$ cat config.mk
export PLATFORM = sky130hd
export DESIGN_NAME = dcache_top
export DESIGN_NICKNAME = d
export VERILOG_FILES = /design/src/rtl/cache_pkg.sv /design/src/rtl/tag_lookup_if.sv /design/src/rtl/cache_ctrl_fsm.sv /design/src/rtl/dcache_top.sv /design/src/rtl/flush_counter.sv /design/src/rtl/line_ram.sv /design/src/rtl/tag_store.sv
export VERILOG_INCLUDE_DIRS = /design/src /design/src/rtl
export SDC_FILE = /design/constraint.sdc
export NUM_CORES = 2
export LEC_CHECK = 0
export ABC_CLOCK_PERIOD_IN_PS = 5800
export BUFFER_PORTS_ARGS = -buffer_cell sky130_fd_sc_hd__buf_4
export CORE_AREA = 8 8 623 625
export CTS_CLUSTER_SIZE = 40
export DETAILED_ROUTE_END_ITERATION = 10
export DIE_AREA = 0 0 631 633
export PLACE_DENSITY = 0.47
export SKIP_CTS_REPAIR_TIMING = 1
export SYNTH_ARGS = -nofsm -noshare
export SYNTH_HDL_FRONTEND = slang
export SYNTH_SLANG_ARGS = --single-unit
$ cat constraint.sdc
create_clock -name clk -period 5.8 [get_ports clk]
set_input_delay 0.29 -clock clk [delete_from_list [all_inputs] [get_ports clk]]
set_output_delay 0.29 -clock clk [all_outputs]
set_load 0.01 [all_outputs]
$ cat src/rtl/cache_macros.svh
// line count must be a power of two; line and word widths are fixed at 128 and 64 bits
`ifndef CACHE_MACROS_SVH
`define CACHE_MACROS_SVH

`define CACHE_LINES 16
`define ADDR_W      64
`define LINE_W      128
`define WORD_W      64
`define OFFSET_W    4

// derived address fields
`define INDEX_W     $clog2(`CACHE_LINES)
`define TAG_W       (`ADDR_W - `INDEX_W - `OFFSET_W)

`endif

$ cat src/rtl/cache_pkg.sv
// field types follow cache_macros.svh; opcode 2'b11 is not defined and is handled as a read
`default_nettype none
`include "cache_macros.svh"

package cache_pkg;

    typedef enum logic [1:0] {
        OP_READ  = 2'd0,
        OP_WRITE = 2'd1,
        OP_FLUSH = 2'd2
    } cache_op_e;

    typedef enum logic [2:0] {
        S_IDLE,
        S_LOOKUP,
        S_RESPOND,
        S_WRITEBACK,
        S_FILL,
        S_FLUSH_CHECK,
        S_FLUSH_WRITE,
        S_FLUSH_DONE
    } ctrl_state_e;

    typedef logic [`INDEX_W-1:0] index_t;
    typedef logic [`TAG_W-1:0]   tag_t;
    typedef logic [`LINE_W-1:0]  line_t;
    typedef logic [`WORD_W-1:0]  word_t;

endpackage

`default_nettype wire

$ cat src/rtl/tag_lookup_if.sv
// lookup results are combinational from index and tag; the strobes take effect at the next edge
`timescale 1ns/1ps
`default_nettype none

interface tag_lookup_if
    import cache_pkg::*;
();

    index_t index;
    tag_t   tag;
    logic   hit;
    logic   valid_bit;
    logic   dirty_bit;
    tag_t   stored_tag;
    logic   update_fill;  // fill done, record tag
    logic   set_dirty;
    logic   clear_dirty;

    modport ctrl (
        output index, tag, update_fill, set_dirty, clear_dirty,
        input  hit, valid_bit, dirty_bit, stored_tag
    );

    modport store (
        input  index, tag, update_fill, set_dirty, clear_dirty,
        output hit, valid_bit, dirty_bit, stored_tag
    );

endinterface

`default_nettype wire

$ cat src/rtl/cache_ctrl_fsm.sv
// aligned 64-bit accesses only; one request at a time, memory side moves whole 128-bit lines
`timescale 1ns/1ps
`default_nettype none
`include "cache_macros.svh"

module cache_ctrl_fsm
    import cache_pkg::*;
(
    input wire                      clk,
    input wire                      rst,
    input wire                      req_valid_i,
    input wire cache_op_e           req_op_i,
    input wire  [`ADDR_W-1:0]       req_addr_i,
    input wire  [`WORD_W-1:0]       req_wdata_i,
    input wire  [(`WORD_W/8)-1:0]   req_wmask_i,
    output logic                    req_ready_o,
    output logic                    resp_valid_o,
    output logic [`WORD_W-1:0]      resp_rdata_o,
    output logic                    mem_valid_o,
    output logic                    mem_we_o,
    output logic [`ADDR_W-1:0]      mem_addr_o,
    output logic [`LINE_W-1:0]      mem_wdata_o,
    input wire                      mem_ready_i,
    input wire  [`LINE_W-1:0]       mem_rdata_i,
    tag_lookup_if.ctrl              tl,
    output logic [`INDEX_W-1:0]     ram_index_o,
    output logic [(`LINE_W/8)-1:0]  ram_we_lanes_o,
    output logic [`LINE_W-1:0]      ram_wdata_o,
    input wire  [`LINE_W-1:0]       ram_rdata_i,
    output logic                    flush_clear_o,
    output logic                    flush_step_o,
    input wire  [`INDEX_W-1:0]      flush_count_i,
    input wire                      flush_last_i
);

    ctrl_state_e            state_q;
    ctrl_state_e            state_d;
    cache_op_e              op_q;
    logic [`ADDR_W-1:0]     addr_q;
    word_t                  wdata_q;
    logic [(`WORD_W/8)-1:0] wmask_q;
    index_t                 req_index;
    tag_t                   req_tag;
    index_t                 line_index;
    logic                   accept;
    logic                   victim_dirty;
    logic                   in_flush;

    assign req_ready_o  = (state_q == S_IDLE);
    assign accept       = req_valid_i && req_ready_o;
    assign req_index    = addr_q[`OFFSET_W +: `INDEX_W];
    assign req_tag      = addr_q[`ADDR_W-1 -: `TAG_W];
    assign victim_dirty = tl.valid_bit && tl.dirty_bit;
    assign in_flush     = (state_q == S_FLUSH_CHECK) || (state_q == S_FLUSH_WRITE);
    assign line_index   = in_flush ? flush_count_i : req_index;

    always_ff @(posedge clk) begin
        if (accept) begin
            op_q    <= req_op_i;
            addr_q  <= req_addr_i;
            wdata_q <= req_wdata_i;
            wmask_q <= req_wmask_i;
        end
    end

    always_ff @(posedge clk) begin
        if (rst) begin
            state_q <= S_IDLE;
        end else begin
            state_q <= state_d;
        end
    end

    always_comb begin
        state_d = state_q;
        case (state_q)
            S_IDLE: begin
                if (accept) begin
                    state_d = (req_op_i == OP_FLUSH) ? S_FLUSH_CHECK : S_LOOKUP;
                end
            end
            S_LOOKUP: begin
                if (tl.hit) state_d = S_RESPOND;
                else if (victim_dirty) state_d = S_WRITEBACK;
                else state_d = S_FILL;
            end
            S_RESPOND:   state_d = S_IDLE;
            S_WRITEBACK: if (mem_ready_i) state_d = S_FILL;
            S_FILL:      if (mem_ready_i) state_d = S_LOOKUP;  // look up again, now a hit
            S_FLUSH_CHECK: begin
                if (victim_dirty) state_d = S_FLUSH_WRITE;
                else if (flush_last_i) state_d = S_FLUSH_DONE;
            end
            S_FLUSH_WRITE: begin
                if (mem_ready_i) state_d = flush_last_i ? S_FLUSH_DONE : S_FLUSH_CHECK;
            end
            S_FLUSH_DONE: state_d = S_IDLE;
            default:      state_d = S_IDLE;
        endcase
    end

    // tag store and line RAM steering
    assign tl.index       = line_index;
    assign tl.tag         = req_tag;
    assign tl.update_fill = (state_q == S_FILL) && mem_ready_i;
    assign tl.set_dirty   = (state_q == S_RESPOND) && (op_q == OP_WRITE);
    assign tl.clear_dirty = (state_q == S_FLUSH_WRITE) && mem_ready_i;

    assign ram_index_o = line_index;

    always_comb begin
        ram_we_lanes_o = '0;
        ram_wdata_o    = {wdata_q, wdata_q};  // lanes pick the addressed half
        if (tl.update_fill) begin
            ram_we_lanes_o = '1;
            ram_wdata_o    = mem_rdata_i;
        end else if (tl.set_dirty) begin
            if (addr_q[`OFFSET_W-1]) ram_we_lanes_o = {wmask_q, {(`WORD_W/8){1'b0}}};
            else ram_we_lanes_o = {{(`WORD_W/8){1'b0}}, wmask_q};
        end
    end

    assign flush_clear_o = (state_q == S_IDLE);
    assign flush_step_o  = !flush_last_i &&
                           (((state_q == S_FLUSH_CHECK) && !victim_dirty) ||
                            ((state_q == S_FLUSH_WRITE) && mem_ready_i));

    // memory side, held stable by state until mem_ready_i
    always_comb begin
        mem_valid_o = 1'b0;
        mem_we_o    = 1'b0;
        mem_addr_o  = {req_tag, req_index, {`OFFSET_W{1'b0}}};
        mem_wdata_o = ram_rdata_i;
        case (state_q)
            S_WRITEBACK, S_FLUSH_WRITE: begin
                mem_valid_o = 1'b1;
                mem_we_o    = 1'b1;
                mem_addr_o  = {tl.stored_tag, line_index, {`OFFSET_W{1'b0}}};
            end
            S_FILL:  mem_valid_o = 1'b1;
            default: mem_valid_o = 1'b0;
        endcase
    end

    always_ff @(posedge clk) begin
        if (rst) begin
            resp_valid_o <= 1'b0;
        end else begin
            resp_valid_o <= (state_q == S_RESPOND) || (state_q == S_FLUSH_DONE);
        end
    end

    always_ff @(posedge clk) begin
        if (state_q == S_RESPOND) begin
            resp_rdata_o <= addr_q[`OFFSET_W-1] ? ram_rdata_i[`WORD_W +: `WORD_W]
                                                : ram_rdata_i[0 +: `WORD_W];
        end
    end

    mem_hold_a: assert property (@(posedge clk) disable iff (rst)
        mem_valid_o && !mem_ready_i |=> mem_valid_o && $stable(mem_addr_o));

    resp_pulse_a: assert property (@(posedge clk) disable iff (rst)
        resp_valid_o |=> !resp_valid_o);

endmodule

`default_nettype wire

$ cat src/rtl/dcache_top.sv
// direct mapped write-back data cache; memory must return a whole line on each read transfer
`timescale 1ns/1ps
`default_nettype none
`include "cache_macros.svh"

module dcache_top
    import cache_pkg::*;
(
    input wire                      clk,
    input wire                      rst,
    input wire                      req_valid_i,
    input wire cache_op_e           req_op_i,
    input wire  [`ADDR_W-1:0]       req_addr_i,
    input wire  [`WORD_W-1:0]       req_wdata_i,
    input wire  [(`WORD_W/8)-1:0]   req_wmask_i,
    output logic                    req_ready_o,
    output logic                    resp_valid_o,
    output logic [`WORD_W-1:0]      resp_rdata_o,
    output logic                    mem_valid_o,
    output logic                    mem_we_o,
    output logic [`ADDR_W-1:0]      mem_addr_o,
    output logic [`LINE_W-1:0]      mem_wdata_o,
    input wire                      mem_ready_i,
    input wire  [`LINE_W-1:0]       mem_rdata_i
);

    logic [`INDEX_W-1:0]    ram_index;
    logic [(`LINE_W/8)-1:0] ram_we_lanes;
    logic [`LINE_W-1:0]     ram_wdata;
    logic [`LINE_W-1:0]     ram_rdata;
    logic                   flush_clear;
    logic                   flush_step;
    logic [`INDEX_W-1:0]    flush_count;
    logic                   flush_last;

    tag_lookup_if tl ();

    cache_ctrl_fsm u_ctrl (
        .clk            (clk),
        .rst            (rst),
        .req_valid_i    (req_valid_i),
        .req_op_i       (req_op_i),
        .req_addr_i     (req_addr_i),
        .req_wdata_i    (req_wdata_i),
        .req_wmask_i    (req_wmask_i),
        .req_ready_o    (req_ready_o),
        .resp_valid_o   (resp_valid_o),
        .resp_rdata_o   (resp_rdata_o),
        .mem_valid_o    (mem_valid_o),
        .mem_we_o       (mem_we_o),
        .mem_addr_o     (mem_addr_o),
        .mem_wdata_o    (mem_wdata_o),
        .mem_ready_i    (mem_ready_i),
        .mem_rdata_i    (mem_rdata_i),
        .tl             (tl),
        .ram_index_o    (ram_index),
        .ram_we_lanes_o (ram_we_lanes),
        .ram_wdata_o    (ram_wdata),
        .ram_rdata_i    (ram_rdata),
        .flush_clear_o  (flush_clear),
        .flush_step_o   (flush_step),
        .flush_count_i  (flush_count),
        .flush_last_i   (flush_last)
    );

    tag_store u_tags (
        .clk (clk),
        .rst (rst),
        .tl  (tl)
    );

    line_ram u_lines (
        .clk        (clk),
        .index_i    (ram_index),
        .we_lanes_i (ram_we_lanes),
        .wdata_i    (ram_wdata),
        .rdata_o    (ram_rdata)
    );

    flush_counter u_flush (
        .clk     (clk),
        .rst     (rst),
        .clear_i (flush_clear),
        .step_i  (flush_step),
        .count_o (flush_count),
        .last_o  (flush_last)
    );

endmodule

`default_nettype wire

$ cat src/rtl/flush_counter.sv
// counts up from zero; last_o relies on the line count being a power of two
`timescale 1ns/1ps
`default_nettype none
`include "cache_macros.svh"

module flush_counter (
    input wire                  clk,
    input wire                  rst,
    input wire                  clear_i,
    input wire                  step_i,
    output logic [`INDEX_W-1:0] count_o,
    output logic                last_o
);

    always_ff @(posedge clk) begin
        if (rst || clear_i) begin
            count_o <= '0;
        end else if (step_i) begin
            count_o <= count_o + 1'b1;
        end
    end

    assign last_o = &count_o;  // all ones is the final index

    step_clear_a: assert property (@(posedge clk) disable iff (rst)
        !(step_i && clear_i));

endmodule

`default_nettype wire

$ cat src/rtl/line_ram.sv
// behavioral single port RAM, read data valid one cycle after the index, old data on a write
`timescale 1ns/1ps
`default_nettype none
`include "cache_macros.svh"

module line_ram (
    input wire                      clk,
    input wire  [`INDEX_W-1:0]      index_i,
    input wire  [(`LINE_W/8)-1:0]   we_lanes_i,
    input wire  [`LINE_W-1:0]       wdata_i,
    output logic [`LINE_W-1:0]      rdata_o
);

    localparam int LANES = `LINE_W / 8;

    logic [`LINE_W-1:0] mem_q [`CACHE_LINES];

    // byte lane writes
    always_ff @(posedge clk) begin
        for (int b = 0; b < LANES; b++) begin
            if (we_lanes_i[b]) begin
                mem_q[index_i][b*8 +: 8] <= wdata_i[b*8 +: 8];
            end
        end
    end

    // registered read
    always_ff @(posedge clk) begin
        rdata_o <= mem_q[index_i];
    end

endmodule

`default_nettype wire

$ cat src/rtl/tag_store.sv
// direct mapped, one entry per line; tags are not reset, so a tag is only meaningful when valid
`timescale 1ns/1ps
`default_nettype none
`include "cache_macros.svh"

module tag_store
    import cache_pkg::*;
(
    input wire          clk,
    input wire          rst,
    tag_lookup_if.store tl
);

    logic [`CACHE_LINES-1:0] valid_q;
    logic [`CACHE_LINES-1:0] dirty_q;
    tag_t                    tag_q [`CACHE_LINES];

    // lookup
    assign tl.valid_bit  = valid_q[tl.index];
    assign tl.dirty_bit  = dirty_q[tl.index];
    assign tl.stored_tag = tag_q[tl.index];
    assign tl.hit        = valid_q[tl.index] && (tag_q[tl.index] == tl.tag);

    always_ff @(posedge clk) begin
        if (rst) begin
            valid_q <= '0;
            dirty_q <= '0;
        end else begin
            if (tl.update_fill) begin
                valid_q[tl.index] <= 1'b1;
                dirty_q[tl.index] <= 1'b0;  // fresh line from memory
            end
            if (tl.set_dirty) begin
                dirty_q[tl.index] <= 1'b1;
            end
            if (tl.clear_dirty) begin
                dirty_q[tl.index] <= 1'b0;  // written back by flush
            end
        end
    end

    always_ff @(posedge clk) begin
        if (tl.update_fill) begin
            tag_q[tl.index] <= tl.tag;
        end
    end

    // strobes come from different controller states
    dirty_excl_a: assert property (@(posedge clk) disable iff (rst)
        !(tl.set_dirty && tl.clear_dirty));

endmodule

`default_nettype wire

==> qor.yml <==
drcViolationCount: 0
yosys.area_share.xor_xnor: 0.00306
wl_per_cell_um: 28.2
start_util: 0.359
clkTransAtPathRegs_ns: 0.06
top_layer: "met5"
portBuffers: 522
power_density_nw_per_um2: 417
route.met2.wl_um: 220000
layout.cells.non_filler: 16484
finClkSkew_ns: 0.0618
path_class: "reg2out"
synthTopCellsByArea: "edfxtp_1, nand2_1, nand3_1, dfxtp_1, mux2i_1"
post-route-util: 0.424
met3_length_um: 31400
yosysUniqueCellTypes: 85
ys_ff_latch: 3311
fin_ws_ns: -0.0187
violations: "capacitance limit, slew limit, setup timing"
gp_congestion: 0.834
drtPass1Iterations: 6
grt_first_pass_wirelength_um: 653000
clk_path_buf_depth: 4
combinationalPowerShare: 0.200
numCtsBuffers: 372
area_growth_pct: 18.1
switching_share: 0.306
dpl_cell_area_um2: 146000
cts_htree_levels: 5
syn_area_um2: 135000
ir_worst_vdd_uv: 262
drive_above_1_share: 0.146
fillCellCount: 34781
crit_arrival_ns: 5.53
hpwl_um: 281000
grt_max_degree: 199
syn_avg_cell_area_um2: 12.9
crit_path_start_kind: "flop"
hold_path_class: "in2reg"
dieWidth_um: 631
power_mw: 66.7
ios: 530
fin_area_um2: 160000
synthSimpleGateAreaFrac: 0.157
cts_sinks: 3311
die-area_um2: 399000
cts-root-buf: "clkbuf_16"
insertion_delay_ns: 0.93
yosys_warnings: 0
setup_viol: 1
drt_iter0_drc: 9226
power_leakage_nw: 55.2
grt_pass1_vias: 87494
die_h_um: 633
end_kind: "output port"
hold_path_depth: 3
core_um2: 378000
synth_top_area_frac: 0.697
muxShareOfSynthArea: 0.0411
p_switching_mw: 20.4
period_needed_ns: 5.82
vias: 90304
grt_overflow: 0
met1_length_um: 198000
cellInternalPower_mw: 46.3
synth_top_area_cell: "edfxtp_1"
synthCells: 10525
synth-main-ff-cell: "edfxtp_1"
max_slew_margin: -0.000292
worst_pin_slew_ns: 1.46
synth_compound_area_frac: 0.0535
cap_violations: 1
dp.cells: 15643
drt-vias-per-instance: 5.48
timing.final.crit_share: 1.00
cp_max_fo: 18
synth_edf_count: 3143
grt_use_total: 0.223
hold_viol: 0
slew_viol_final: 1
outcome: "finished, violations left"
cts_tree: "done"
finalWirelength_um: 465000
drtAntennaViolNets: 0
final_common_cell: "edfxtp_1"
synth_top_family_by_area: "simple AND/OR/NAND/NOR gates"
max_freq_ghz: 0.172
clock_power_share: 0.358
reg2reg_depth: 14
rsz0062_at_grt: "no"
synthAdderAreaFrac: 0.0000924
ys_seq_area_frac: 0.722
required_ns: 5.51
seqPwrFrac: 0.442
nets: 11412
antenna_found_initial: 23
std_cell_rows: 226
final_cell_mix: "edfxtp_1, nand2_1, nand3_1"
synthArstFlopShare: 0
-- cell families after synthesis --
family,count (synthesis)
simple gates,4912
flops,3311
compound gates,1022
buf+inv,768
mux,467
xor+xnor,43
fa+ha+maj,1
other cells,1
-- sequential cells by signal, indices dropped and copies added, names as in the netlist, named ones only --
name and cells:
u_lines.mem_q 2048, u_ctrl.wmask_q 8, u_ctrl.wdata_q 64, u_ctrl.addr_q 61
u_ctrl.op_q 2, u_ctrl.resp_valid_o 1, u_lines.rdata_o 128, u_tags.tag_q 896
u_ctrl.resp_rdata_o 64, u_tags.valid_q 16, u_ctrl.state_q 3, u_flush.count_o 4
u_tags.dirty_q 1
-- cell usage after synthesis, types with 6 or more instances --
cell	number
nor4_1	20
dfxtp_1	168
a21oi_1	91
mux2i_1	305
a221oi_1	12
a2111oi_0	10
nor3_1	15
and2_1	8
a311oi_1	149
mux2_2	101
o32ai_1	7
or3_1	9
a211oi_1	118
edfxtp_1	3143
nor2b_1	16
a32o_1	17
a211o_1	6
mux4_2	61
inv_1	13
clkbuf_1	541
nand2b_1	82
xnor2_1	24
o32a_1	10
xor2_1	17
o22a_1	6
buf_2	141
or2_2	10
nor2_1	387
nand3_1	1414
o22ai_1	36
o211ai_1	18
a32oi_1	59
a31oi_1	145
nand2_1	2696
buf_1	53
and3_1	185
buf_4	18
a21o_1	6
o21ai_0	168
nand4_1	34
a21boi_0	28
a22oi_1	81
-- worst max-delay path, cell delays in order (launching register included) --
cell,delay [ns]
dfxtp_1,0.43
buf_4,0.27
xor2_4,0.29
buf_4,0.27
a211o_1,0.18
and2_2,0.69
buf_4,0.43
a211oi_1,0.11
a2111oi_0,1.24
nand2_1,0.09
o21ai_0,0.24
buf_4,0.24
buf_4,0.13
-- final cells by class --
cell class,count,area (um^2),share of cell area
clock buffer,484,10200,0.0636
timing repair buffer,994,8600,0.0537
inverter,13,50.0,0.000313
sequential,3311,97800,0.611
tap,5016,6280,0.0392
multi-input combinational,6449,34900,0.218
antenna,9,22.5,0.000141
clock inverter,208,2210,0.0138
-- power groups by stage --
| stage | registers [mW] | logic [mW] | clock network [mW] |
|---|---|---|---|
| after global placement | 30.0 | 13.2 | 0 |
| final | 29.5 | 13.3 | 23.9 |
| after floorplan | 29.6 | 6.97 | 0 |
| after global routing | 29.6 | 14.3 | 25.2 |
| after CTS | 29.5 | 13.3 | 24.4 |
| after detailed placement | 30.0 | 13.3 | 0 |
-- final timing paths --
kind	startpoint	to	slack, ns
max	u_ctrl.state_q[0]$_SDFFE_PP0P_	mem_addr_o[54]	-0.02
min	mem_rdata_i[55]	u_lines.mem_q[4][55]$_DFFE_PP_	0.07
max reg2reg	u_ctrl.state_q[0]$_SDFFE_PP0P_	u_ctrl.state_q[2]$_SDFFE_PP0P_	0.24
min reg2reg	u_tags.valid_q[3]$_SDFFE_PP0P_	u_tags.valid_q[3]$_SDFFE_PP0P_	0.47
-- metal layers --
layer	vias to the layer above	GRT usage
met5	-	0
met3	686	0.0346
li1	40199	-
met2	3418	0.368
met4	6	0.0668
met1	45995	0.304
-- metrics by stage --
step           worst slack [ns]  hold WS (ns)  TNS [ns]
6_report                -0.0187        0.0674   -0.0187
5_1_grt                  0.0229        0.0151         0
4_1_cts                   0.120        -0.571         0
3_5_place_dp              0.899         0.458         0
3_3_place_gp              0.840         0.451         0
2_1_floorplan             0.304         0.389         0
No activity file was read; power rests on OpenSTA's default activity.
